### config.mk
export PLATFORM = sky130hd
export DESIGN_NAME = digital_clock_top
export DESIGN_NICKNAME = d
export VERILOG_FILES = /design/src/design/clock_pkg.sv /design/src/design/clock_inputs.sv /design/src/design/second_timebase.sv /design/src/design/time_counter.sv /design/src/design/bcd_publisher.sv /design/src/design/digital_clock_top.sv
export SDC_FILE = /design/constraint.sdc
export NUM_CORES = 1
export LEC_CHECK = 0
export ABC_AREA = 1
export BUFFER_PORTS_ARGS = -buffer_cell sky130_fd_sc_hd__buf_2
export CAP_MARGIN = 15
export CORE_UTILIZATION = 30
export CTS_CLUSTER_SIZE = 10
export DETAILED_ROUTE_END_ITERATION = 8
export GPL_TIMING_DRIVEN = 0
export PLACE_DENSITY = 0.44
export RECOVER_POWER = 50
export SLEW_MARGIN = 10
export SYNTH_ARGS = -nofsm -noshare
export SYNTH_HDL_FRONTEND = slang
export SYNTH_HIERARCHICAL = 1
export SYNTH_SLANG_ARGS = --single-unit
### constraint.sdc
create_clock -name clk -period 3.3 [get_ports clk]
set_input_delay 0.165 -clock clk [delete_from_list [all_inputs] [get_ports clk]]
set_output_delay 0.165 -clock clk [all_outputs]
set_load 0.02 [all_outputs]
### src/design/clock_pkg.sv
// clock package: time field types, mode and link encodings, rollover limits
package clock_pkg;

    // --------------------
    // time fields
    // --------------------

    // binary hour, 0 to 23
    typedef logic [5:0] hour_t;

    // binary minute or second, 0 to 59
    typedef logic [5:0] min_sec_t;

    // two BCD digits, tens in the high nibble
    typedef logic [7:0] bcd2_t;

    // rollover limits
    localparam int HOURS_MAX   = 23;
    localparam int MIN_SEC_MAX = 59;

    // board clock cycles per second
    localparam int TICKS_PER_SEC_DEFAULT = 100000;

    // --------------------
    // state encodings
    // --------------------

    // raw selector value maps straight onto the mode
    typedef enum logic [1:0] {
        MODE_RUN      = 2'd0,
        MODE_SET_HOUR = 2'd1,
        MODE_SET_MIN  = 2'd2,
        MODE_HOLD     = 2'd3
    } clock_mode_e;

    // display link sender
    typedef enum logic [1:0] {
        LINK_IDLE    = 2'd0,
        LINK_REQ     = 2'd1,
        LINK_RELEASE = 2'd2
    } link_state_e;

endpackage

### src/design/clock_inputs.sv
// input conditioning: synchronizes the mode selector and turns button presses into pulses
`timescale 1ns/1ps

module clock_inputs (
    input  logic                   clk,
    input  logic                   rst,
    input  logic [1:0]             mode_sel,
    input  logic                   inc_btn,
    output clock_pkg::clock_mode_e mode,
    output logic                   inc_pulse
);

    import clock_pkg::*;

    // --------------------
    // synchronizers
    // --------------------

    // bit order is {mode_sel, inc_btn}
    logic [2:0] sync_meta;
    logic [2:0] sync_q;

    always_ff @(posedge clk or posedge rst) begin
        if (rst) begin
            sync_meta <= '0;
            sync_q    <= '0;
        end else begin
            sync_meta <= {mode_sel, inc_btn};
            sync_q    <= sync_meta;
        end
    end

    // settled selector, reset value is MODE_RUN
    assign mode = clock_mode_e'(sync_q[2:1]);

    // --------------------
    // press detection
    // --------------------

    logic btn_level;
    logic btn_prev;

    assign btn_level = sync_q[0];

    // one pulse per rising edge, holding the button gives nothing more
    always_ff @(posedge clk or posedge rst) begin
        if (rst) begin
            btn_prev  <= 1'b0;
            inc_pulse <= 1'b0;
        end else begin
            btn_prev  <= btn_level;
            inc_pulse <= btn_level & ~btn_prev;
        end
    end

endmodule

### src/design/second_timebase.sv
// second timebase: divides the system clock down to a one-cycle tick per second
`timescale 1ns/1ps

module second_timebase #(
    parameter int TICKS_PER_SEC = clock_pkg::TICKS_PER_SEC_DEFAULT
) (
    input  logic clk,
    input  logic rst,
    input  logic run,
    output logic tick
);

    localparam int CNT_W = (TICKS_PER_SEC > 1) ? $clog2(TICKS_PER_SEC) : 1;
    localparam logic [CNT_W-1:0] LAST_COUNT = CNT_W'(TICKS_PER_SEC - 1);

    logic [CNT_W-1:0] count;
    logic             terminal;

    assign terminal = (count == LAST_COUNT);

    // cleared while stopped, so every run starts a full second
    always_ff @(posedge clk or posedge rst) begin
        if (rst) begin
            count <= '0;
            tick  <= 1'b0;
        end else if (!run) begin
            count <= '0;
            tick  <= 1'b0;
        end else if (terminal) begin
            count <= '0;
            tick  <= 1'b1;
        end else begin
            count <= count + 1'b1;
            tick  <= 1'b0;
        end
    end

endmodule

### src/design/time_counter.sv
// time of day counter keeping hours, minutes and seconds with rollover and manual setting
`timescale 1ns/1ps

module time_counter (
    input  logic                   clk,
    input  logic                   rst,
    input  clock_pkg::clock_mode_e mode,
    input  logic                   inc_pulse,
    input  logic                   tick,
    output logic                   run,
    output clock_pkg::hour_t       hours,
    output clock_pkg::min_sec_t    minutes,
    output clock_pkg::min_sec_t    seconds,
    output logic                   time_changed
);

    import clock_pkg::*;

    // --------------------
    // next field values
    // --------------------

    logic     sec_last;
    logic     min_last;
    logic     hour_last;
    min_sec_t seconds_inc;
    min_sec_t minutes_inc;
    hour_t    hours_inc;

    assign sec_last  = (seconds == min_sec_t'(MIN_SEC_MAX));
    assign min_last  = (minutes == min_sec_t'(MIN_SEC_MAX));
    assign hour_last = (hours == hour_t'(HOURS_MAX));

    // each field wraps on its own limit
    assign seconds_inc = sec_last  ? '0 : seconds + min_sec_t'(1);
    assign minutes_inc = min_last  ? '0 : minutes + min_sec_t'(1);
    assign hours_inc   = hour_last ? '0 : hours + hour_t'(1);

    // --------------------
    // prescaler enable
    // --------------------

    always_ff @(posedge clk or posedge rst) begin
        if (rst) begin
            run <= 1'b0;
        end else begin
            run <= (mode == MODE_RUN);
        end
    end

    // --------------------
    // time registers
    // --------------------

    always_ff @(posedge clk or posedge rst) begin
        if (rst) begin
            hours        <= '0;
            minutes      <= '0;
            seconds      <= '0;
            time_changed <= 1'b0;
        end else begin
            time_changed <= 1'b0;
            case (mode)
                MODE_RUN: begin
                    if (tick) begin
                        seconds      <= seconds_inc;
                        time_changed <= 1'b1;
                        // carry chain seconds -> minutes -> hours
                        if (sec_last) begin
                            minutes <= minutes_inc;
                            if (min_last) begin
                                hours <= hours_inc;
                            end
                        end
                    end
                end
                MODE_SET_HOUR: begin
                    if (inc_pulse) begin
                        hours        <= hours_inc;
                        time_changed <= 1'b1;
                    end
                end
                MODE_SET_MIN: begin
                    // no carry into hours while setting
                    if (inc_pulse) begin
                        minutes      <= minutes_inc;
                        seconds      <= '0;
                        time_changed <= 1'b1;
                    end
                end
                MODE_HOLD: begin
                    // frozen time ignores ticks and presses
                end
            endcase
        end
    end

endmodule

### src/design/bcd_publisher.sv
// display publisher: converts the time to BCD and sends it over a four-phase req/ack link
`timescale 1ns/1ps

module bcd_publisher (
    input  logic                clk,
    input  logic                rst,
    input  clock_pkg::hour_t    hours,
    input  clock_pkg::min_sec_t minutes,
    input  clock_pkg::min_sec_t seconds,
    input  logic                time_changed,
    input  logic                disp_ack,
    output logic                disp_req,
    output clock_pkg::bcd2_t    disp_hours,
    output clock_pkg::bcd2_t    disp_minutes,
    output clock_pkg::bcd2_t    disp_seconds
);

    import clock_pkg::*;

    // tens digit by comparison, values never exceed 59
    function automatic bcd2_t to_bcd2(input logic [5:0] value);
        logic [3:0] tens;
        logic [5:0] rest;
        tens = 4'd0;
        rest = value;
        if (value >= 6'd50) begin
            tens = 4'd5;
            rest = value - 6'd50;
        end else if (value >= 6'd40) begin
            tens = 4'd4;
            rest = value - 6'd40;
        end else if (value >= 6'd30) begin
            tens = 4'd3;
            rest = value - 6'd30;
        end else if (value >= 6'd20) begin
            tens = 4'd2;
            rest = value - 6'd20;
        end else if (value >= 6'd10) begin
            tens = 4'd1;
            rest = value - 6'd10;
        end
        return {tens, rest[3:0]};
    endfunction

    bcd2_t cur_hours;
    bcd2_t cur_minutes;
    bcd2_t cur_seconds;

    assign cur_hours   = to_bcd2(hours);
    assign cur_minutes = to_bcd2(minutes);
    assign cur_seconds = to_bcd2(seconds);

    // --------------------
    // pending slot
    // --------------------

    link_state_e state;
    logic        pending;
    logic        load_now;
    bcd2_t       pend_hours;
    bcd2_t       pend_minutes;
    bcd2_t       pend_seconds;

    // a fresh change while idle bypasses the slot
    assign load_now = (state == LINK_IDLE) && !disp_ack && (time_changed || pending);

    always_ff @(posedge clk) begin
        if (time_changed) begin
            pend_hours   <= cur_hours;
            pend_minutes <= cur_minutes;
            pend_seconds <= cur_seconds;
        end
    end

    always_ff @(posedge clk or posedge rst) begin
        if (rst) begin
            pending <= 1'b0;
        end else if (load_now) begin
            pending <= 1'b0;
        end else if (time_changed) begin
            pending <= 1'b1;
        end
    end

    // --------------------
    // link sender
    // --------------------

    assign disp_req = (state == LINK_REQ);

    always_ff @(posedge clk or posedge rst) begin
        if (rst) begin
            state        <= LINK_IDLE;
            disp_hours   <= '0;
            disp_minutes <= '0;
            disp_seconds <= '0;
        end else begin
            case (state)
                LINK_IDLE: begin
                    if (load_now) begin
                        disp_hours   <= time_changed ? cur_hours : pend_hours;
                        disp_minutes <= time_changed ? cur_minutes : pend_minutes;
                        disp_seconds <= time_changed ? cur_seconds : pend_seconds;
                        state        <= LINK_REQ;
                    end
                end
                LINK_REQ: begin
                    if (disp_ack) begin
                        state <= LINK_RELEASE;
                    end
                end
                LINK_RELEASE: begin
                    // wait for the display to finish the cycle
                    if (!disp_ack) begin
                        state <= LINK_IDLE;
                    end
                end
                default: begin
                    state <= LINK_IDLE;
                end
            endcase
        end
    end

endmodule

### src/design/digital_clock_top.sv
// digital clock top: input conditioning, timekeeping and BCD display link
`timescale 1ns/1ps

module digital_clock_top #(
    parameter int TICKS_PER_SEC = clock_pkg::TICKS_PER_SEC_DEFAULT
) (
    input  logic             clk,
    input  logic             rst,
    input  logic [1:0]       mode_sel,
    input  logic             inc_btn,
    input  logic             disp_ack,
    output logic             disp_req,
    output clock_pkg::bcd2_t disp_hours,
    output clock_pkg::bcd2_t disp_minutes,
    output clock_pkg::bcd2_t disp_seconds
);

    import clock_pkg::*;

    clock_mode_e mode;
    logic        inc_pulse;
    logic        run;
    logic        tick;
    hour_t       hours;
    min_sec_t    minutes;
    min_sec_t    seconds;
    logic        time_changed;

    // --------------------
    // input side
    // --------------------

    clock_inputs u_inputs (
        .clk       (clk),
        .rst       (rst),
        .mode_sel  (mode_sel),
        .inc_btn   (inc_btn),
        .mode      (mode),
        .inc_pulse (inc_pulse)
    );

    // --------------------
    // timekeeping
    // --------------------

    second_timebase #(
        .TICKS_PER_SEC (TICKS_PER_SEC)
    ) u_timebase (
        .clk  (clk),
        .rst  (rst),
        .run  (run),
        .tick (tick)
    );

    time_counter u_counter (
        .clk          (clk),
        .rst          (rst),
        .mode         (mode),
        .inc_pulse    (inc_pulse),
        .tick         (tick),
        .run          (run),
        .hours        (hours),
        .minutes      (minutes),
        .seconds      (seconds),
        .time_changed (time_changed)
    );

    // --------------------
    // display link
    // --------------------

    bcd_publisher u_publisher (
        .clk          (clk),
        .rst          (rst),
        .hours        (hours),
        .minutes      (minutes),
        .seconds      (seconds),
        .time_changed (time_changed),
        .disp_ack     (disp_ack),
        .disp_req     (disp_req),
        .disp_hours   (disp_hours),
        .disp_minutes (disp_minutes),
        .disp_seconds (disp_seconds)
    );

endmodule

# --- Yosys cells after proc, flatten, opt, wreduce, memory -nomap -nowiden ---
# Index checks and enable logic that the tools add are counted.
word_totals:
  reg_bits: 97
  latchBits: 0
  ramBits: 0
  mem_bits_ro: 0
  output_inout_bits: 25
  elab_cells: 147
  memories: 0
classes:
  n_addsub: 19
  multipliers: 0
  n_div: 0
  order_cmp: 15
  eq_ne: 16
  n_shift: 0
  n_mux: 61
  n_bitwise: 2
  n_reduce_logical: 15
op_table:
  columns: ["op", "count"]
  rows:
  - ["$mux 4", 27]
  - ["$mux 6", 12]
  - ["$ge 6x5->1 const B", 6]
  - ["$ge 6x6->1 const B", 6]
  - ["$pmux 6 s2", 3]
  - ["$sub 4x4->4 const B", 9]
  - ["$mux 17", 2]
  - ["$mux 8", 3]
  - ["$add 6x1->6 const B", 3]
  - ["$ge 6x4->1 const B", 3]
  - ["$add 17x1->17 const B", 1]
  - ["$eq 17x17->1 const B", 1]
  - ["$eq 6x6->1 const B", 2]
  - ["$sub 4x2->4 const B", 3]
  - ["$sub 4x3->4 const B", 3]
  - ["$ne 2x2->1 const B", 5]
  - ["$mux 1", 9]
  - ["$eq 6x5->1 const B", 1]
  - ["$mux 2", 3]
  - ["$ne 2x1->1 const B", 3]
  - ["$pmux 2 s3", 1]
  - ["$reduce_and 3->1", 2]
  - ["$reduce_bool 2->1", 3]
  - ["$reduce_and 5->1", 1]
  - ["12 further kinds", 16]

# --- Logic depth before layout (Yosys ltp) ---
# Gate-level depths: netlist of run 1.
logic_depth:
  depth_word: 7
  depth_mapped: 17

# --- Modules after synthesis ---
# Netlist of run 1, hierarchy kept.
modules_own_cells:
  columns: ["mod", "instances", "cells_per_inst", "area_each_um2"]
  rows:
  - ["bcd_publisher", 1, 424, 3029.2]
  - ["time_counter", 1, 181, 1285.0]
  - ["second_timebase", 1, 148, 1071.0]
  - ["clock_inputs", 1, 13, 229.0]

# --- Worst setup path before layout of run 1 ---
# No wires, ideal clock.
synth_timing:
  path_kind: "register to register"
  from: "register u_counter.minutes[2]"
  to: "register u_publisher.disp_minutes[2]"
  setup_time_ps: 116
  t_arrival_ps: 1617
  t_required_ps: 3184
  path_slack_ps: 1567
  stages_incl_launch_ff: 17
  cell_sequence: "dfrtp_1 inv_1 ha_1 nand2_1 nand2_1 nor2_2 nand2_1 nand2_1 nand3_1 nand2_1 nand2_1 nand2_1 nand2_1 nand2_1 nand2_2 nand2_1 nand2_1"
synth_via:
  elab_chain_len: 7
synth_lines:
  columns: ["item", "line_no", "source"]
  rows:
  - ["start: declaration", "time_counter.sv:12", "output clock_pkg::min_sec_t minutes,"]
  - ["start signal: assignment", "time_counter.sv:70", "minutes <= minutes_inc;"]
  - ["start signal: assignment", "time_counter.sv:86", "minutes <= minutes_inc;"]
  - ["$ge 6x4->1 or $sub 4x4->4 (tied branches)", "bcd_publisher.sv:38, bcd_publisher.sv:40", null]
  - ["$mux 4", "bcd_publisher.sv:38", "end else if (value >= 6'd10) begin"]
  - ["$mux 4", "bcd_publisher.sv:35", "end else if (value >= 6'd20) begin"]
  - ["$mux 4", "bcd_publisher.sv:32", "end else if (value >= 6'd30) begin"]
  - ["$mux 4", "bcd_publisher.sv:29", "end else if (value >= 6'd40) begin"]
  - ["$mux 4 *", "bcd_publisher.sv:26", "if (value >= 6'd50) begin"]
  - ["$mux 8 *", "bcd_publisher.sv:102", "disp_minutes <= time_changed ? cur_minutes : pend_minutes;"]
  - ["end signal: assignment", "bcd_publisher.sv:102", null]
  - ["end: declaration", "bcd_publisher.sv:14", "output clock_pkg::bcd2_t disp_minutes,"]
# Mark *: on every way between the ends. The rest lies on a longest branch, timed or not.
# A chain may end at the register's enable or synchronous reset.

# --- Worst setup path in the final report of run 1 ---
layout_timing:
  from: "register u_counter.hours[3]"
  to: "register u_publisher.disp_hours[3]"
layout_via:
  elab_chain_len: 7
layout_lines:
  columns: ["item", "line_no", "source"]
  rows:
  - ["start: declaration", "time_counter.sv:11", "output clock_pkg::hour_t hours,"]
  - ["start signal: assignment", "time_counter.sv:72", "hours <= hours_inc;"]
  - ["start signal: assignment", "time_counter.sv:79", "hours <= hours_inc;"]
  - ["$ge 6x4->1 or $sub 4x4->4 (tied branches)", "bcd_publisher.sv:38, bcd_publisher.sv:40", null]
  - ["$mux 4", "bcd_publisher.sv:38", null]
  - ["$mux 4", "bcd_publisher.sv:35", null]
  - ["$mux 4", "bcd_publisher.sv:32", null]
  - ["$mux 4", "bcd_publisher.sv:29", null]
  - ["$mux 4 *", "bcd_publisher.sv:26", null]
  - ["$mux 8 *", "bcd_publisher.sv:101", "disp_hours <= time_changed ? cur_hours : pend_hours;"]
  - ["end signal: assignment", "bcd_publisher.sv:101", null]
  - ["end: declaration", "bcd_publisher.sv:13", "output clock_pkg::bcd2_t disp_hours,"]
# Marked as above.

==> out/metrics.yaml, run 1 <==
hold_ws_ps: 55.9
die-area_um2: 19300
initialDrtViolationCount: 233
hold_viol: 0
p_int_uw: 2430
grt-ovfl-total: 0
initial_core_util_pct: 30.9
synth_cell_types: 40
layout-drive-gt1-share_pct: 11.1
cts_buffers: 9
wl_per_cell_um: 12.1
clockBufferDepth: 2
synth_top_area_cell: "dfrtp_1"
worstPathMaxFanout: 14
start_kind: "flip-flop"
final.setup.tns_ps: 0
period_share_pct: 63.5
worstSetupPathType: "flip-flop to flip-flop"
synth_nets: 803
yosysTopAreaCellShare_pct: 32.5
drt-total-wl_mm: 12.6
ys_seq_elements: 97
worst_ir_drop_vdd_mv: 0.351
power_uw: 4020
grt_max_degree: 22
post_synth_main_area_contributors: "dfrtp_1, nand2_1, dfxtp_1"
ctsHtreeMaxLevel: 3
drc: 4
rsz0062_at_grt: "no"
p_sw_uw: 1600
max_freq_mhz: 477
synth.avg_cell_area_um2: 7.33
clkSinkCount: 97
clk_pin_slew_worst_paths_ps: 70
ys_warn_count: 6
violations: "design-rule violations"
grt_pass1_vias: 4616
required_ps: 3590
min_period_ps: 2100
io_pins: 31
grt_pass1_wl_mm: 22.1
yosysSeqAreaShare_pct: 41.1
placed_cells_incl_taps: 1026
hp-class: "input port to flip-flop"
power_density_nw_per_um2: 637
cts_tree: "done"
grt_antenna_before_repair: 0
rows: 49
fp.dieH_um: 139
syn_to_final_growth_pct: 12.5
maxSlewHeadroom_pct: 19.8
finalNetCount: 849
drv_cap: 0
vias: 4659
seq_power_share_pct: 42.3
postRouteAntennaNets: 0
fillCellCount: 1952
core-area_um2: 18100
worstMarginPinSlew_ps: 1200
globalRouteTotalUtil_pct: 14.3
die_x_um: 139
power_frac_comb_pct: 33.3
power.leakage_uw: 0.00319
p_sw_share_pct: 39.6
viasPerCell: 4.45
instances_no_fill: 1046
gp_congestion: 0.810
slew_violations: 0
crit_arrival_ps: 2380
antennaDiodeCount: 0
io_buffer_count: 30
p_clk_share_pct: 24.4
cp-end-kind: "flip-flop"
setup_viol: 0
clkLatencyLatePin_ps: 350
netlist_area_um2: 5610
fin_skew_ps: 10.6
first_pass_iters: 6
syn-instance-count: 766
status: "finished with violations"
hpwl_mm: 9.15
cts-root-buf: "clkbuf_16"
-- kinds of logic after synthesis --
| group | synth area share (%) |
|---|---|
| xor+xnor | 1.72 |
| fa+ha+maj | 6.91 |
| flops | 41.1 |
| compound gates | 6.57 |
| simple gates | 34.9 |
| buf+inv | 8.83 |
-- flip-flops by register name (all words and copies together), names as in the netlist --
signal and flops:
u_publisher/pend_hours 8, u_counter/hours 6, u_inputs/inc_pulse 1, u_inputs/sync_q 3
u_inputs/sync_meta 3, u_timebase/count 17, u_publisher/disp_seconds 8, u_publisher/pending 1
u_counter/seconds 6, u_inputs/btn_prev 1, u_publisher/pend_seconds 8, u_publisher/state 2
u_counter/time_changed 1, u_publisher/pend_minutes 8, u_counter/run 1, u_publisher/disp_minutes 8
u_counter/minutes 6, u_publisher/disp_hours 8, u_timebase/tick 1
-- final timing paths --
path                       cells past startpoint                  start  slack [ps]                     endpoint
setup / recovery                              14     u_counter/hours[3]        1200    u_publisher/disp_hours[3]
hold / removal                                 3               disp_ack          60         u_publisher/state[1]
setup reg to reg                              14     u_counter/hours[3]        1200    u_publisher/disp_hours[3]
hold reg to reg                                0  u_inputs/sync_meta[2]         350           u_inputs/sync_q[2]
max in group asynchronous                      4                    rst        1530  u_publisher/disp_minutes[1]
min in group asynchronous                      3                    rst         330           u_inputs/sync_q[0]
-- layout make-up --
class / instances / area [um^2] / share of cell area [%]
inverter: 102 / 383 / 6.06
timing repair buffer: 35 / 163 / 2.57
clock buffer: 12 / 236 / 3.74
clock inverter: 4 / 30.0 / 0.475
sequential: 97 / 2310 / 36.5
buffer: 16 / 100 / 1.58
multi-input combinational: 551 / 2810 / 44.5
tap: 229 / 287 / 4.54
-- cell usage in the layout, fill, tap and decap left out, types with 10 or more instances in the layout --
cell and count:
nand3_1 53, nand2_2 22, nand2_1 254, ha_1 31, dfrtp_1 73, a21oi_1 17, clkbuf_1 34, o21ai_0 11
dfxtp_1 24, buf_2 10, inv_1 93, nor2_1 82, o21ai_1 13
-- per-stage QoR --
stage | area, um^2 | setup slack [ps] | utilization (%)
final | 6320 | 1200 | 34.8
after global routing | 6320 | 897 | 34.8
after CTS | 6380 | 1200 | 35.2
after detailed placement | 6080 | 1210 | 33.5
after global placement | 6050 | 1220 | 33.3
after floorplan | 5610 | 1570 | -
-- synthesized netlist by cell type (all sizes together) --
cell    number
nand2      278
inv        102
nor2        98
dfrtp       73
nand3       55
ha          31
o21ai       26
dfxtp       24
a21oi       22
buf         14
nand4        8
xor2         8
nor3         7
o211ai       3
xnor2        3
a22o         2
a31oi        2
clkbuf       2
or2          2
a211oi       1
a21boi       1
nand3b       1
o21a         1
o21bai       1
o31ai        1
-- critical path, stage by stage (launching register included) --
cell     delay [ps]
dfrtp_1         630
inv_1           180
ha_1            230
inv_1            60
nor2_1           40
nand2_1         110
nand2_2          90
or2_0           200
nand3_1          80
nand2_1          60
nand2_1          60
nand2_1         110
nand2_2          90
nand2_1          50
nand2_1          50
-- per-layer routing --
metal	part of all wire (%)	GRT usage, %
met5	0	0
met2	45	23.0
met3	2.5	2.38
met4	2.1	5.96
met1	51	18.9
-- repair_timing --
item                      4_1_cts  5_1_grt
setup buffers                   0        0
gates resized for setup         0        0
hold buffers                    4        0
hold endpoints to repair       31        0
-- power groups by stage --
stage          registers [uW]  logic, uW  clock network [uW]
2_1_floorplan            1780        905                   0
3_3_place_gp             1720       1350                   0
3_5_place_dp             1720       1370                   0
4_1_cts                  1700       1380                1030
5_1_grt                  1750       1550                1080
6_report                 1700       1340                 983
(Power assumes the default switching activity.)
==> run 2, diff against run 1 <==
--- a/config.mk
+++ b/config.mk
@@ -12,7 +12,7 @@
 export CTS_CLUSTER_SIZE = 10
 export DETAILED_ROUTE_END_ITERATION = 8
 export GPL_TIMING_DRIVEN = 0
-export PLACE_DENSITY = 0.44
+export PLACE_DENSITY = 0.46
 export RECOVER_POWER = 50
 export SLEW_MARGIN = 10
 export SYNTH_ARGS = -nofsm -noshare
==> constraint.sdc (replaced) <==
create_clock -name clk -period 1.8 [get_ports clk]
set_input_delay 0.09 -clock clk [delete_from_list [all_inputs] [get_ports clk]]
set_output_delay 0.09 -clock clk [all_outputs]
set_load 0.02 [all_outputs]
==> out/metrics.yaml, run 2 (same netlist as run 1, synthesis figures left out) <==
hold_viol: 0  # unchanged
clkLatencyLatePin_ps: 360  # about the same
gp_congestion: 0.870  # +7.3%
worstSetupPathType: "flip-flop to flip-flop"
fp.dieH_um: 139  # unchanged
wl_per_cell_um: 12.0  # -0.77%
initialDrtViolationCount: 235  # +0.86%
max_freq_mhz: 567  # +19%
hp-class: "input port to async pin"
cts-root-buf: "clkbuf_16"
required_ps: 2050  # -1540 ps
period_share_pct: 98.0  # +35 points
r2r_slack_ps: 40  # -1170 ps
grt_pass1_vias: 4534  # -1.8%
viasPerCell: 4.39  # -1.4%
initial_core_util_pct: 30.9  # unchanged
drt-total-wl_mm: 13.0  # +2.8%
drc: 5  # +1
r2r-start: "u_inputs/sync_q[1]"
clockBufferDepth: 2  # unchanged
cp-end-kind: "flip-flop"
largest_reg_flops: 17  # unchanged
p_sw_share_pct: 39.4  # -0.23 points
timing.rr.end: "u_counter/minutes[3]"
worstMarginPinSlew_ps: 870  # -332 ps
grt_max_degree: 21  # -4.5%
final.setup.tns_ps: 0  # unchanged
vias: 4760  # +2.2%
grt_antenna_before_repair: 0  # unchanged
slowest_delay_ps: 370  # -260 ps
grt-ovfl-total: 0  # unchanged
critPathBufInv: 4  # +2
cp_slowest_cell: "ha_1"
hpwl_mm: 8.96  # -2.0%
slew_violations: 0  # unchanged
crit_arrival_ps: 2010  # -370 ps
maxSlewHeadroom_pct: 41.9  # +22 points
core-area_um2: 18100  # unchanged
top_register: "u_timebase/count"
status: "finished with violations"
mostFrequentLayoutCell: "nand2_1"
violations: "design-rule violations"
globalRouteTotalUtil_pct: 14.1  # -0.11 points
critPathTopFamily: "simple AND/OR/NAND/NOR gates"
p_clk_share_pct: 23.7  # -0.7 points
clk_pin_slew_worst_paths_ps: 70  # about the same
cts_tree: "done"
power_frac_comb_pct: 39.4  # +6.1 points
worst_ir_drop_vdd_mv: 0.569  # +62%
ctsHtreeMaxLevel: 3  # unchanged
p_sw_uw: 3300  # +110%
mostFrequentLayoutCells: "nand2_1, inv_1, nor2_1, dfrtp_1, nand3_1"
rows: 49  # unchanged
clkSinkCount: 97  # unchanged
postRouteAntennaNets: 0  # unchanged
fin_skew_ps: 8.63  # -1.99 ps
drv_cap: 0  # unchanged
power.leakage_uw: 0.00345  # +8.2%
rsz0062_at_grt: "yes"
cts_buffers: 9  # unchanged
die-area_um2: 19300  # unchanged
placed_cells_incl_taps: 1026  # unchanged
reg2reg_depth: 10  # -4
io_buffer_count: 30  # unchanged
worstPathMaxFanout: 10  # -4
power_density_nw_per_um2: 1200  # +88%
path_cells: "buf_4 > inv_1 > ha_1 > inv_2 > nor2_4 > a21oi_4 > nand2_2 > inv_1 > nand2_1 > nand2_1"
instances_no_fill: 1084  # +3.6%
seq_power_share_pct: 36.9  # -5.4 points
first_pass_iters: 9  # +3
io_pins: 31  # unchanged
p_int_uw: 5080  # +110%
grt_pass1_wl_mm: 22.1  # -0.22%
layout-drive-gt1-share_pct: 22.8  # +12 points
die_x_um: 139  # unchanged
start_kind: "flip-flop"
finalNetCount: 887  # +4.5%
antennaDiodeCount: 0  # unchanged
syn_to_final_growth_pct: 24.5
setup_viol: 0  # unchanged
min_period_ps: 1760  # -331 ps
## run 2: changes by cell type in the layout (fill, tap and decap cells not counted), sizes merged
cell         previous run  this run
clkinv                  1         0
clkbuf                 43        39
clkinvlp                1         3
inv                   104       105
buf                    16        55
dlygate4sd3             4         5
## run 2: area by class of cell
class	instances	area [um^2]
clock buffers	10	250
well taps	229	287
multi-input cells	551	3090
repair buffers	73	473
flip-flops and latches	97	2320
inverters	102	402
fillers	1891	11200
plain buffers	16	118
clock inverters	6	55.1
## run 2: power groups by stage
stage	Clock [uW]	Combinational, uW	Sequential (uW)
finish	1980	3310	3090
floorplan	0	1660	3270
detailed placement	0	2500	3160
global route	2140	3750	3170
global placement	0	2510	3160
CTS	2070	2790	3080
## run 2: worst max-delay path by stage
stage	start	to	slack, ps	cells after the start
final	u_inputs/sync_q[1]	u_counter/minutes[3]	40	10
after global routing	u_counter/minutes[2]	u_publisher/disp_minutes[2]	-140	14
after CTS	u_counter/minutes[3]	u_publisher/disp_minutes[2]	-10	16
after detailed placement	u_counter/minutes[2]	u_publisher/disp_minutes[2]	-270	16
after global placement	u_counter/minutes[2]	u_publisher/disp_minutes[2]	-290	16
after floorplan	u_counter/minutes[2]	u_publisher/disp_minutes[2]	70	16
## run 2: tightest hold or removal path, stage by stage
cell,delay [ps]
dlygate4sd3_1,530
clkbuf_1,160
inv_1,260
## run 2: repair_timing
action,4_1_cts,5_1_grt
pin swaps,8,31
buffers inserted,14,23
gates resized for setup,21,74
setup endpoints to repair,28,28
hold buffers,5,0
hold endpoints to repair,67,0
## run 2: per-layer routing
| layer | up-vias | part of all wire [%] | track usage (%) |
|---|---|---|---|
| met1 | 2157 | 51 | 18.9 |
| met5 | - | 0 | 0 |
| li1 | 2537 | - | - |
| met4 | 0 | 1.1 | 3.51 |
| met2 | 56 | 45 | 23.3 |
| met3 | 10 | 2.9 | 3.04 |
## run 2: through the flow
step / area, um^2 / setup WS [ps] / power (uW) / utilization [%] / hold WS (ps)
after floorplan: 5610 / 66.9 / 4930 / - / -94.3
after global placement: 6050 / -291 / 5670 / 33.3 / 92.4
after detailed placement: 6070 / -266 / 5660 / 33.4 / 92.4
after CTS: 6560 / -14.6 / 7940 / 36.2 / 248
after global routing: 6990 / -140 / 9060 / 38.5 / 348
final: 6990 / 35.2 / 8380 / 38.5 / 297
==> run 3, diff against run 2 <==
--- a/config.mk
+++ b/config.mk
@@ -14,6 +14,7 @@
 export GPL_TIMING_DRIVEN = 0
 export PLACE_DENSITY = 0.46
 export RECOVER_POWER = 50
+export REMOVE_ABC_BUFFERS = 1
 export SLEW_MARGIN = 10
 export SYNTH_ARGS = -nofsm -noshare
 export SYNTH_HDL_FRONTEND = slang
==> out/metrics.yaml, run 3 (same netlist as run 1, synthesis figures left out) <==
multi_input_comb_area_um2: 3090  # +0.12%
setup_viol: 1  # +1
maxSlewHeadroom_pct: 42.9  # +0.99 points
rsz0062_at_grt: "yes"
core-area_um2: 18100  # unchanged
placed_area_um2: 5980  # -1.4%
cts-root-buf: "clkbuf_16"
viasPerCell: 4.37  # -0.59%
grt_antenna_before_repair: 0  # unchanged
cts_buffers: 9  # unchanged
finalWorstSetupSlack_ps: -2.27  # -37.4 ps
hold_viol: 0  # unchanged
grt-ovfl-total: 0  # unchanged
grt_pass1_vias: 4415  # -2.6%
rows: 49  # unchanged
mostFrequentLayoutCells: "nand2_1, inv_1, nor2_1, dfrtp_1, nand3_1"
first_pass_iters: 7  # -2
r2r-start: "u_counter/minutes[3]"
worstSetupPathType: "flip-flop to flip-flop"
drt-total-wl_mm: 12.8  # -1.7%
final_area_um2: 6890  # -1.4%
initial_core_util_pct: 30.9  # unchanged
fillCellCount: 1907  # +0.85%
crit_arrival_ps: 2040  # +30 ps
power.leakage_uw: 0.00337  # -2.4%
finalNetCount: 873  # -1.6%
clk_pin_slew_worst_paths_ps: 70  # about the same
antennaDiodeCount: 0  # unchanged
power_density_nw_per_um2: 1200  # about the same
power_uw: 8270  # -1.3%
ctsHtreeMaxLevel: 3  # unchanged
min_period_ps: 1800  # +37.4 ps
worstPathMaxFanout: 6  # -4
largest_reg_flops: 17  # unchanged
postLayoutCoreUtil_pct: 38.0  # -0.54 points
slew_violations: 0  # unchanged
reg2reg_depth: 16  # +6
hp-class: "input port to async pin"
clkLatencyLatePin_ps: 350  # about the same
die_x_um: 139  # unchanged
gp_congestion: 0.781  # -10%
postRouteAntennaNets: 0  # unchanged
die-area_um2: 19300  # unchanged
drc: 3  # -2
required_ps: 2040  # about the same
worst_ir_drop_vdd_mv: 0.592  # +3.9%
cts_tree: "done"
start_kind: "flip-flop"
register_area_um2: 2320  # +0.22%
period_share_pct: 100  # +2.1 points
io_pins: 31  # unchanged
fin_skew_ps: 11.0  # +2.38 ps
worstMarginPinSlew_ps: 855  # -14.9 ps
fp.dieH_um: 139  # unchanged
status: "finished with violations"
grt_pass1_wl_mm: 21.6  # -2.0%
cp-end-kind: "flip-flop"
clockBufferDepth: 2  # unchanged
grt_max_degree: 27  # +29%
dpl_worst_slack_ps: -945  # -678 ps
syn_to_final_growth_pct: 22.8
final.setup.tns_ps: -2.27  # -2.27 ps
clkSinkCount: 97  # unchanged
drv_cap: 0  # unchanged
r2r_slack_ps: -2  # -40 ps
top_register: "u_timebase/count"
io_buffer_count: 30  # unchanged
globalRouteTotalUtil_pct: 13.8  # -0.31 points
max_freq_mhz: 555  # -2.1%
violations: "design-rule violations, negative setup slack"
vias: 4671  # -1.9%
mostFrequentLayoutCell: "nand2_1"
timing.rr.end: "u_publisher/disp_minutes[2]"
startpoint: "u_counter/minutes[3]"
layout-drive-gt1-share_pct: 22.6  # -0.21 points
wl_per_cell_um: 11.9  # -0.37%
hpwl_mm: 8.33  # -7.1%
initialDrtViolationCount: 188  # -20%
[run 3: cell count changes in the layout (fill, tap and decap cells not counted), moves of 4 or more]
cell / delta
buf_6: -6
ha_2: -5
inv_2: +5
a21oi_1: -4
a21oi_2: +4
buf_2: -4
buf_4: -4
inv_1: -4
nand3_2: +4
[run 3: area by class of cell]
cell class,count,share of cell area [%]
multi-input combinational,551,44.9
sequential,97,33.7
timing repair buffer,73,7.01
inverter,102,5.79
tap,229,4.16
clock buffer,11,3.38
clock inverter,5,0.926
timing repair inverter,2,0.181
[run 3: repair_timing]
action                                  CTS  global route
endpoints found under the setup margin   47            41
setup buffers                            16            19
gates resized for setup                  20            76
endpoints found under the hold margin    58             0
pin swaps                                 1            36
hold buffers                              5             0
cloned                                    1             1
[run 3: worst max-delay path by stage]
stage and end:
5_1_grt u_publisher/disp_minutes[2], 4_1_cts u_publisher/disp_hours[3], 3_3_place_gp u_publisher/disp_minutes[0], 2_1_floorplan u_publisher/disp_seconds[3], 6_report u_publisher/disp_minutes[2], 3_5_place_dp u_publisher/disp_minutes[0]
[run 3: critical path, stage by stage (launching register included)]
cell     delay [ps]
dfrtp_2         460
buf_4           160
ha_4            150
nand2_2          60
nand2_2          60
nor2_4          120
nand2_2          90
nand2_2          80
nand3_2          60
nand2_2          80
nand2_1          50
nand2_1          60
nand2_1          40
nand2_1          70
nand2_2          50
nand2_1          60
nand2_1          50
[run 3: where the power goes]
| part | switching, uW | internal [uW] | leakage [uW] |
|---|---|---|---|
| sequential | 446 | 2670 | 0.00115 |
| combinational | 1900 | 1300 | 0.00208 |
| clock | 858 | 1090 | 0.000141 |
[run 3: stage by stage]
step / hold slack, ps / cells
floorplan: -94.3 / 750
global placement: 82.2 / 1009
detailed placement: 84.1 / 1012
CTS: 234 / 1050
global route: 315 / 1070
finish: 254 / 1070
[run 3: layer usage]
layer | track usage [%] | routed length (um) | vias up
met5 | 0 | 0 | -
met4 | 3.98 | 165 | 0
met3 | 3.18 | 334 | 11
met2 | 21.1 | 5630 | 41
met1 | 19.4 | 6650 | 2099
li1 | - | - | 2520
